$ cat src/logic/align_pkg.sv
package align_pkg;

    ////////////////////
    // widths
    ////////////////////

    // wishbone side
    typedef logic [5:0]  reg_addr_t;
    typedef logic [31:0] wb_data_t;
    typedef logic [3:0]  byte_sel_t;

    // alignment side
    typedef logic [5:0]  idelay_tap_t;
    typedef logic [23:0] interval_t;
    // one bit wider than the interval so a full window of errors fits
    typedef logic [24:0] err_count_t;
    typedef logic [31:0] cout_data_t;
    typedef logic [7:0]  dout_data_t;

    // bus state machine, single cycle ack
    typedef enum logic {IDLE, ACK} bus_state_t;

    ////////////////////
    // register map
    ////////////////////

    // cout channel
    localparam reg_addr_t COUT_CONTROL_REG         = 6'h00;
    localparam reg_addr_t COUT_IDELAY_REG          = 6'h04;
    localparam reg_addr_t COUT_BIT_ERROR_COUNT_REG = 6'h08;
    localparam reg_addr_t COUT_DATA_REG            = 6'h0C;
    // dout channel
    localparam reg_addr_t DOUT_CONTROL_REG         = 6'h10;
    localparam reg_addr_t DOUT_IDELAY_REG          = 6'h14;
    localparam reg_addr_t DOUT_BIT_ERROR_COUNT_REG = 6'h18;
    localparam reg_addr_t DOUT_DATA_REG            = 6'h1C;

    // control word bits, byte 0 holds the shared resets and phase
    localparam int CTL_ISERDES_RST   = 2;
    localparam int CTL_OSERDES_RST   = 4;
    localparam int CTL_CAPTURE_PHASE = 7;
    // byte 1 holds enable and train
    localparam int CTL_ENABLE        = 8;
    localparam int CTL_ENABLE_STATUS = 9;
    localparam int CTL_CIN_TRAIN     = 10;

    // autotrain to oserdes reset release, in cycles
    localparam int AUTOTRAIN_DELAY = 16;

endpackage
$ cat src/logic/reg_cmd_if.sv
`timescale 1ns/1ns

interface reg_cmd_if;
    // high only in the ack cycle of an access
    logic                 cmd_valid;
    // captured access, stable until the next acceptance
    align_pkg::reg_addr_t cmd_adr;
    logic                 cmd_we;
    align_pkg::byte_sel_t cmd_sel;
    // byte merged write data
    align_pkg::wb_data_t  cmd_dat;

    // bus port side
    modport issuer (output cmd_valid, cmd_adr, cmd_we, cmd_sel, cmd_dat);
    // control bank needs the byte selects for partial control writes
    modport bank (input cmd_valid, cmd_adr, cmd_we, cmd_sel, cmd_dat);
    // error meter only looks at full interval writes
    modport meter (input cmd_valid, cmd_adr, cmd_we, cmd_dat);
endinterface

$ cat src/logic/surf_align_regs.sv
`timescale 1ns/1ns

module surf_align_regs (
    input  logic                   sysclk_i,
    input  logic                   wb_rst_i,
    // wishbone slave, err and rty not provided
    input  logic                   wb_cyc_i,
    input  logic                   wb_stb_i,
    input  logic                   wb_we_i,
    input  align_pkg::reg_addr_t   wb_adr_i,
    input  align_pkg::byte_sel_t   wb_sel_i,
    input  align_pkg::wb_data_t    wb_dat_i,
    output align_pkg::wb_data_t    wb_dat_o,
    output logic                   wb_ack_o,
    // live detector and sequencer
    input  logic                   surf_live_i,
    input  logic                   surf_autotrain_en_i,
    // idelays
    output logic                   idelay_cout_load_o,
    output logic                   idelay_dout_load_o,
    output align_pkg::idelay_tap_t idelay_value_o,
    input  align_pkg::idelay_tap_t idelay_cout_current_i,
    input  align_pkg::idelay_tap_t idelay_dout_current_i,
    // serdes
    output logic                   iserdes_rst_o,
    output logic                   iserdes_cout_bitslip_o,
    output logic                   iserdes_dout_bitslip_o,
    output logic                   oserdes_rst_o,
    // cout channel
    input  align_pkg::cout_data_t  cout_data_i,
    input  logic                   cout_biterr_i,
    output logic                   cout_enable_o,
    output logic                   cout_capture_o,
    // dout channel
    input  align_pkg::dout_data_t  dout_data_i,
    input  logic                   dout_biterr_i,
    output logic                   dout_enable_o,
    output logic                   dout_capture_o,
    output logic                   dout_capture_phase_o,
    // training and event mask
    output logic                   cin_train_o,
    output logic                   mask_o
);

    reg_cmd_if cmd ();

    align_pkg::wb_data_t   cout_ctrl_word;
    align_pkg::wb_data_t   dout_ctrl_word;
    align_pkg::err_count_t err_count;

    wb_reg_port u_port (
        .sysclk_i(sysclk_i), .wb_rst_i(wb_rst_i),
        .wb_cyc_i(wb_cyc_i), .wb_stb_i(wb_stb_i), .wb_we_i(wb_we_i),
        .wb_adr_i(wb_adr_i), .wb_sel_i(wb_sel_i), .wb_dat_i(wb_dat_i),
        .wb_dat_o(wb_dat_o), .wb_ack_o(wb_ack_o),
        .cmd(cmd.issuer),
        .cout_ctrl_word_i(cout_ctrl_word), .dout_ctrl_word_i(dout_ctrl_word),
        .err_count_i(err_count),
        .idelay_cout_current_i(idelay_cout_current_i),
        .idelay_dout_current_i(idelay_dout_current_i),
        .cout_data_i(cout_data_i), .dout_data_i(dout_data_i)
    );

    align_ctrl_bank u_bank (
        .sysclk_i(sysclk_i), .wb_rst_i(wb_rst_i),
        .cmd(cmd.bank),
        .surf_live_i(surf_live_i), .surf_autotrain_en_i(surf_autotrain_en_i),
        .idelay_cout_load_o(idelay_cout_load_o), .idelay_dout_load_o(idelay_dout_load_o),
        .idelay_value_o(idelay_value_o),
        .iserdes_rst_o(iserdes_rst_o),
        .iserdes_cout_bitslip_o(iserdes_cout_bitslip_o),
        .iserdes_dout_bitslip_o(iserdes_dout_bitslip_o),
        .oserdes_rst_o(oserdes_rst_o),
        .cout_enable_o(cout_enable_o), .cout_capture_o(cout_capture_o),
        .dout_enable_o(dout_enable_o), .dout_capture_o(dout_capture_o),
        .dout_capture_phase_o(dout_capture_phase_o),
        .cin_train_o(cin_train_o), .mask_o(mask_o),
        .cout_ctrl_word_o(cout_ctrl_word), .dout_ctrl_word_o(dout_ctrl_word)
    );

    biterr_meter u_meter (
        .sysclk_i(sysclk_i), .wb_rst_i(wb_rst_i),
        .cmd(cmd.meter),
        .cout_biterr_i(cout_biterr_i), .dout_biterr_i(dout_biterr_i),
        .err_count_o(err_count)
    );

endmodule

$ cat src/logic/biterr_meter.sv
`timescale 1ns/1ns

module biterr_meter (
    input  logic                  sysclk_i,
    input  logic                  wb_rst_i,
    reg_cmd_if.meter              cmd,
    input  logic                  cout_biterr_i,
    input  logic                  dout_biterr_i,
    output align_pkg::err_count_t err_count_o
);

    logic                  load;
    logic                  use_dout;
    logic                  err_q;
    logic                  win_end;
    align_pkg::interval_t  interval;
    align_pkg::interval_t  win_cnt;
    align_pkg::err_count_t err_acc;
    align_pkg::err_count_t err_sum;

    // interval write to either channel retargets the one meter
    assign load = cmd.cmd_valid && cmd.cmd_we &&
                  (cmd.cmd_adr == align_pkg::COUT_BIT_ERROR_COUNT_REG ||
                   cmd.cmd_adr == align_pkg::DOUT_BIT_ERROR_COUNT_REG);

    // running total including this cycle
    assign err_sum = err_acc + align_pkg::err_count_t'(err_q);
    assign win_end = (win_cnt == interval - align_pkg::interval_t'(1));

    // source mux, one register stage
    always_ff @(posedge sysclk_i) begin
        err_q <= use_dout ? dout_biterr_i : cout_biterr_i;
    end

    always_ff @(posedge sysclk_i) begin
        if (wb_rst_i) begin
            use_dout    <= 1'b0;
            interval    <= '0;
            win_cnt     <= '0;
            err_acc     <= '0;
            err_count_o <= '0;
        end else if (load) begin
            // low 24 bits are the window length
            interval <= align_pkg::interval_t'(cmd.cmd_dat);
            use_dout <= (cmd.cmd_adr == align_pkg::DOUT_BIT_ERROR_COUNT_REG);
            win_cnt  <= '0;
            err_acc  <= '0;
        end else if (interval != '0) begin
            if (win_end) begin
                // publish and start the next window
                err_count_o <= err_sum;
                win_cnt     <= '0;
                err_acc     <= '0;
            end else begin
                win_cnt <= win_cnt + align_pkg::interval_t'(1);
                err_acc <= err_sum;
            end
        end
        // zero interval leaves the last result in place
    end

endmodule

$ cat src/logic/align_ctrl_bank.sv
`timescale 1ns/1ns

module align_ctrl_bank (
    input  logic                   sysclk_i,
    input  logic                   wb_rst_i,
    reg_cmd_if.bank                cmd,
    // automatic sequencing inputs
    input  logic                   surf_live_i,
    input  logic                   surf_autotrain_en_i,
    // idelay load and common value
    output logic                   idelay_cout_load_o,
    output logic                   idelay_dout_load_o,
    output align_pkg::idelay_tap_t idelay_value_o,
    // serdes resets and bitslips
    output logic                   iserdes_rst_o,
    output logic                   iserdes_cout_bitslip_o,
    output logic                   iserdes_dout_bitslip_o,
    output logic                   oserdes_rst_o,
    // channel enables and capture
    output logic                   cout_enable_o,
    output logic                   cout_capture_o,
    output logic                   dout_enable_o,
    output logic                   dout_capture_o,
    output logic                   dout_capture_phase_o,
    output logic                   cin_train_o,
    output logic                   mask_o,
    // readback words
    output align_pkg::wb_data_t    cout_ctrl_word_o,
    output align_pkg::wb_data_t    dout_ctrl_word_o
);

    logic                                  wr;
    logic                                  rd;
    logic                                  cout_ctl_wr;
    logic                                  dout_ctl_wr;
    logic                                  live_q;
    logic                                  live_fall;
    logic [align_pkg::AUTOTRAIN_DELAY-1:0] train_dly;
    align_pkg::wb_data_t                   common_word;

    ////////////////////
    // access decode
    ////////////////////

    assign wr = cmd.cmd_valid && cmd.cmd_we;
    assign rd = cmd.cmd_valid && !cmd.cmd_we;
    assign cout_ctl_wr = wr && (cmd.cmd_adr == align_pkg::COUT_CONTROL_REG);
    assign dout_ctl_wr = wr && (cmd.cmd_adr == align_pkg::DOUT_CONTROL_REG);

    // strobes line up with the ack cycle
    assign idelay_cout_load_o     = wr && (cmd.cmd_adr == align_pkg::COUT_IDELAY_REG);
    assign idelay_dout_load_o     = wr && (cmd.cmd_adr == align_pkg::DOUT_IDELAY_REG);
    assign iserdes_cout_bitslip_o = wr && (cmd.cmd_adr == align_pkg::COUT_DATA_REG);
    assign iserdes_dout_bitslip_o = wr && (cmd.cmd_adr == align_pkg::DOUT_DATA_REG);
    assign cout_capture_o         = rd && (cmd.cmd_adr == align_pkg::COUT_DATA_REG);
    assign dout_capture_o         = rd && (cmd.cmd_adr == align_pkg::DOUT_DATA_REG);
    // same tap value goes to both idelays
    assign idelay_value_o = align_pkg::idelay_tap_t'(cmd.cmd_dat);

    // surf dropping out sends cout back into reset
    assign live_fall = live_q && !surf_live_i;

    ////////////////////
    // control state
    ////////////////////

    always_ff @(posedge sysclk_i) begin
        if (wb_rst_i) begin
            // serdes come up held in reset
            iserdes_rst_o        <= 1'b1;
            oserdes_rst_o        <= 1'b1;
            dout_capture_phase_o <= 1'b0;
            cout_enable_o        <= 1'b0;
            dout_enable_o        <= 1'b0;
            cin_train_o          <= 1'b0;
            live_q               <= 1'b0;
            train_dly            <= '0;
        end else begin
            live_q    <= surf_live_i;
            train_dly <= {train_dly[align_pkg::AUTOTRAIN_DELAY-2:0], surf_autotrain_en_i};
            if (cout_ctl_wr || dout_ctl_wr) begin
                // shared bits, either control address reaches them
                if (cmd.cmd_sel[0]) begin
                    iserdes_rst_o        <= cmd.cmd_dat[align_pkg::CTL_ISERDES_RST];
                    oserdes_rst_o        <= cmd.cmd_dat[align_pkg::CTL_OSERDES_RST];
                    dout_capture_phase_o <= cmd.cmd_dat[align_pkg::CTL_CAPTURE_PHASE];
                end
                if (cmd.cmd_sel[1]) begin
                    cin_train_o <= cmd.cmd_dat[align_pkg::CTL_CIN_TRAIN];
                    // enables are per channel
                    if (cout_ctl_wr) begin
                        cout_enable_o <= cmd.cmd_dat[align_pkg::CTL_ENABLE];
                    end
                    if (dout_ctl_wr) begin
                        dout_enable_o <= cmd.cmd_dat[align_pkg::CTL_ENABLE];
                    end
                end
            end else begin
                // live loss wins over the delayed autotrain release
                if (live_fall) begin
                    oserdes_rst_o <= 1'b1;
                end else if (train_dly[align_pkg::AUTOTRAIN_DELAY-1]) begin
                    oserdes_rst_o <= 1'b0;
                end
                if (surf_autotrain_en_i) begin
                    cin_train_o <= 1'b1;
                end
            end
        end
    end

    // events only pass once dout is trusted
    assign mask_o = !dout_enable_o;

    ////////////////////
    // readback words
    ////////////////////

    always_comb begin
        common_word = '0;
        common_word[align_pkg::CTL_ISERDES_RST] = iserdes_rst_o;
        common_word[align_pkg::CTL_OSERDES_RST] = oserdes_rst_o;
        common_word[align_pkg::CTL_CIN_TRAIN]   = cin_train_o;
        // status bit mirrors the enable
        cout_ctrl_word_o = common_word;
        cout_ctrl_word_o[align_pkg::CTL_ENABLE]        = cout_enable_o;
        cout_ctrl_word_o[align_pkg::CTL_ENABLE_STATUS] = cout_enable_o;
        // capture phase only shows up on dout
        dout_ctrl_word_o = common_word;
        dout_ctrl_word_o[align_pkg::CTL_CAPTURE_PHASE] = dout_capture_phase_o;
        dout_ctrl_word_o[align_pkg::CTL_ENABLE]        = dout_enable_o;
        dout_ctrl_word_o[align_pkg::CTL_ENABLE_STATUS] = dout_enable_o;
    end

endmodule

$ cat src/logic/wb_reg_port.sv
`timescale 1ns/1ns

module wb_reg_port (
    input  logic                   sysclk_i,
    input  logic                   wb_rst_i,
    // wishbone slave
    input  logic                   wb_cyc_i,
    input  logic                   wb_stb_i,
    input  logic                   wb_we_i,
    input  align_pkg::reg_addr_t   wb_adr_i,
    input  align_pkg::byte_sel_t   wb_sel_i,
    input  align_pkg::wb_data_t    wb_dat_i,
    output align_pkg::wb_data_t    wb_dat_o,
    output logic                   wb_ack_o,
    // accepted access out to the bank and meter
    reg_cmd_if.issuer              cmd,
    // readback sources
    input  align_pkg::wb_data_t    cout_ctrl_word_i,
    input  align_pkg::wb_data_t    dout_ctrl_word_i,
    input  align_pkg::err_count_t  err_count_i,
    input  align_pkg::idelay_tap_t idelay_cout_current_i,
    input  align_pkg::idelay_tap_t idelay_dout_current_i,
    input  align_pkg::cout_data_t  cout_data_i,
    input  align_pkg::dout_data_t  dout_data_i
);

    align_pkg::bus_state_t state;
    align_pkg::wb_data_t   rd_word;
    logic                  accept;

    // a request is only taken from idle, a held strobe waits one cycle
    assign accept = wb_cyc_i && wb_stb_i && (state == align_pkg::IDLE);

    always_ff @(posedge sysclk_i) begin
        if (wb_rst_i) begin
            state <= align_pkg::IDLE;
        end else begin
            case (state)
                align_pkg::IDLE: begin
                    if (accept) begin
                        state <= align_pkg::ACK;
                    end
                end
                default: begin
                    // ack lasts exactly one cycle
                    state <= align_pkg::IDLE;
                end
            endcase
        end
    end

    ////////////////////
    // read data select
    ////////////////////

    // everything narrower than the bus is zero extended
    always_comb begin
        case (wb_adr_i)
            align_pkg::COUT_CONTROL_REG:         rd_word = cout_ctrl_word_i;
            align_pkg::DOUT_CONTROL_REG:         rd_word = dout_ctrl_word_i;
            align_pkg::COUT_IDELAY_REG:
                rd_word = align_pkg::wb_data_t'(idelay_cout_current_i);
            align_pkg::DOUT_IDELAY_REG:
                rd_word = align_pkg::wb_data_t'(idelay_dout_current_i);
            // one shared meter behind both addresses
            align_pkg::COUT_BIT_ERROR_COUNT_REG,
            align_pkg::DOUT_BIT_ERROR_COUNT_REG: rd_word = align_pkg::wb_data_t'(err_count_i);
            align_pkg::COUT_DATA_REG:            rd_word = align_pkg::wb_data_t'(cout_data_i);
            align_pkg::DOUT_DATA_REG:            rd_word = align_pkg::wb_data_t'(dout_data_i);
            default:                             rd_word = '0;
        endcase
    end

    // capture the access and the read word at acceptance
    always_ff @(posedge sysclk_i) begin
        if (accept) begin
            cmd.cmd_adr <= wb_adr_i;
            cmd.cmd_we  <= wb_we_i;
            cmd.cmd_sel <= wb_sel_i;
            // unselected bytes keep the previous word
            for (int i = 0; i < $bits(align_pkg::byte_sel_t); i++) begin
                if (wb_sel_i[i]) begin
                    cmd.cmd_dat[8*i +: 8] <= wb_dat_i[8*i +: 8];
                end
            end
            wb_dat_o <= rd_word;
        end
    end

    // command is consumed downstream in the ack cycle
    assign cmd.cmd_valid = (state == align_pkg::ACK);
    assign wb_ack_o      = (state == align_pkg::ACK);

endmodule

$ cat config.mk
export PLATFORM = sky130hd
export DESIGN_NAME = surf_align_regs
export DESIGN_NICKNAME = d
export VERILOG_FILES = /design/src/logic/align_pkg.sv /design/src/logic/reg_cmd_if.sv /design/src/logic/surf_align_regs.sv /design/src/logic/biterr_meter.sv /design/src/logic/align_ctrl_bank.sv /design/src/logic/wb_reg_port.sv
export SDC_FILE = /design/constraint.sdc
export NUM_CORES = 1
export LEC_CHECK = 0
export BUFFER_PORTS_ARGS = -buffer_cell sky130_fd_sc_hd__buf_2
export CAP_MARGIN = 5
export CORE_MARGIN = 4
export CORE_UTILIZATION = 25
export CTS_BUF_LIST = sky130_fd_sc_hd__clkbuf_16
export DETAILED_ROUTE_END_ITERATION = 6
export SYNTH_ARGS = -nofsm -noshare
export SYNTH_HDL_FRONTEND = slang
export SYNTH_HIERARCHICAL = 1
export SYNTH_SLANG_ARGS = --single-unit
$ cat constraint.sdc
create_clock -name sysclk_i -period 4.2 [get_ports sysclk_i]
set_input_delay 0.63 -clock sysclk_i [delete_from_list [all_inputs] [get_ports sysclk_i]]
set_output_delay 0.63 -clock sysclk_i [all_outputs]
set_load 0.01 [all_outputs]
==> reports/qor.yml <==
pwr:
  p_sw_mw: 0.877
  pwr_density_cell_nw_per_um2: 321
  peakVddDrop_mv: 0.260
  combPwrFrac_pct: 5.8
  clockPowerShare_pct: 42.0
  p_int_mw: 2.83
  swShare_pct: 23.6
  leakage_nw: 4.20
  pwr-share-seq_pct: 52.2
sta:
  rsz0062_at_grt: "false"
  worstMarginPinSlew_ns: 1.11
  finClkSkew_ns: 0.0111
  period_needed_ns: 3.78
  max_freq_mhz: 264
  setup_viol: 0
  hold_viol: 0
  fin_crit_sh_pct: 90.1
  finalMaxSlewViolations: 0
  setup_tns_ns: 0
  max-slew-margin-rel_pct: 25.9
global_route:
  grt_pass1_wl_um: 38100
  grtUsageTotal_pct: 10.6
  grt_max_degree: 65
  grt_overflow: 0
  grt_pass1_vias: 7028
  antenna_found_initial: 0
clock_tree:
  htreeDepth: 4
  cts_hold_buf: 0
  clk_path_buf_depth: 2
  clkTransAtPathRegs_ns: 0.07
  cts_tree: "yes"
  cts_inserted_buffers: 17
  clock_latency_ns: 0.43
  cts_setup_buffers: 0
  clock-sinks: 189
  cts-root-buf: "clkbuf_16"
  cts_resized: 0
logic_synthesis:
  syn_area_um2: 10100
  syn_inst: 1006
  ys_warn_count: 6
  syn_avg_cell_area_um2: 10.0
setup_path:
  path_delay_family: "simple AND/OR/NAND/NOR gates"
  critical_path.startpoint_type: "flip-flop"
  path_cells: "or4_4, or4_1, a2111oi_0, a2bb2oi_2, nand4_2, nor4_4, buf_12, mux2_2"
  required_ns: 4.51
  path_buf_inv: 1
  worstPathArrival_ns: 4.10
  critPathKind: "flip-flop to flip-flop"
  worstSetupEndpointType: "flip-flop"
  cpPeakStageDelay_ns: 0.64
  reg2reg_setup_slack_ns: 0.42
  slowest_stage: "or4_1"
  critPathMaxFanout: 25
place:
  io_buffers: 145
  gp_congestion: 0.854
  dp.cells: 1608
  hpwl_um: 17100
cells_and_area:
  area_growth_pct: 14.2
  final_cell_count_no_fill: 1640
  diodes: 0
  nets: 1209
  drive_above_1_share_pct: 22.2
  post-route-util_pct: 29.0
floorplan:
  initial_core_util_pct: 25.4
  core_area_um2: 39800
  fp.dieW_um: 209
  die_h_um: 209
  die-area_um2: 43700
  num_rows: 73
  top_level_ports: 155
route:
  via_count: 7228
  drc: 0
  wl_um: 23700
  dr.pass1.iters: 4
  vias_per_cell: 4.41
  drtIter0Drc: 359
  avgRoutedWirePerCell_um: 14.5
  antenna_left: 0
flow_run:
  max_cap_viol_count: 0
run_status:
  outcome: "complete, no violations"
min_path:
  hp-class: "primary input to flip-flop"
## power by group through the flow
stage	Sequential [mW]	Combinational, mW	Clock, mW
floorplan	1.98	0.156	0
global placement	1.98	0.216	0
detailed placement	1.98	0.218	0
CTS	1.94	0.219	1.60
global route	1.94	0.240	1.67
finish	1.94	0.216	1.56
## worst register-to-register path, cell delays in order, from the launching register on
cell and delay [ns]:
dfxtp_1 0.38, or4_4 0.60, or4_1 0.64, a2111oi_0 0.63
a2bb2oi_2 0.22, nand4_2 0.21, nor4_4 0.36, buf_12 0.24
mux2_2 0.38
## layout make-up
type	count	area [um2]
fillers	4217	28300
multi-input cells	726	5020
flip-flops and latches	189	4430
repair buffers	158	836
well taps	525	657
clock buffers	17	425
clock inverters	15	126
inverters	10	37.5
## metal layers
layer	track usage, %	part of all wire, %	vias up
li1	-	-	3688
met1	14.9	50	3397
met2	16.9	45	131
met3	2.15	4.1	12
met4	2.43	0.91	0
met5	0	0	-
## placed cells by master, fill, tap and decap left out, types with 14 or more instances in the layout
cell / count
mux2i_1: 45
buf_2: 145
xnor2_1: 48
nand2_1: 100
nand4_1: 14
nor2b_1: 38
edfxtp_1: 65
a211oi_1: 44
xor2_1: 44
nand2b_1: 15
conb_1: 53
a21oi_1: 34
nor2_1: 51
nor3_1: 33
clkbuf_16: 17
a221o_1: 17
dfxtp_1: 124
mux2_4: 15
nand3_1: 22
## final timing paths
check                      start  cells after the start                       to
min                 wb_dat_i[21]                      1   u_port/cmd.cmd_dat[21]
max          u_meter/interval[2]                      8  u_meter/err_count_o[24]
min reg2reg  u_bank/train_dly[0]                      1      u_bank/train_dly[1]
max reg2reg  u_meter/interval[2]                      8  u_meter/err_count_o[24]
## through the flow
step	worst slack (ns)	total power, mW	hold slack (ns)	area, um2
floorplan	0.699	2.14	0.414	10300
global placement	0.550	2.19	0.421	11000
detailed placement	0.440	2.20	0.420	11000
CTS	0.425	3.76	0.353	11500
global route	0.295	3.85	0.345	11500
finish	0.416	3.71	0.369	11500
## state kept, by name, summed over array words and instances, names as in the netlist
name and count:
u_bank/dout_enable_o 1, u_port/cmd.cmd_valid 1, u_bank/iserdes_rst_o 1, u_bank/oserdes_rst_o 1, u_bank/live_q 1, u_port/cmd.cmd_adr 6, u_bank/dout_capture_phase_o 1, u_meter/err_acc 25
u_port/wb_dat_o 32, u_bank/train_dly 16, u_meter/interval 24, u_port/cmd.cmd_we 1, u_bank/cout_enable_o 1, u_bank/cin_train_o 1, u_port/cmd.cmd_dat 24, u_meter/use_dout 1
u_meter/win_cnt 24, u_meter/err_count_o 25, u_meter/err_q 1, u_port/cmd.cmd_sel 2
No activity file was read; power rests on OpenSTA's default activity.
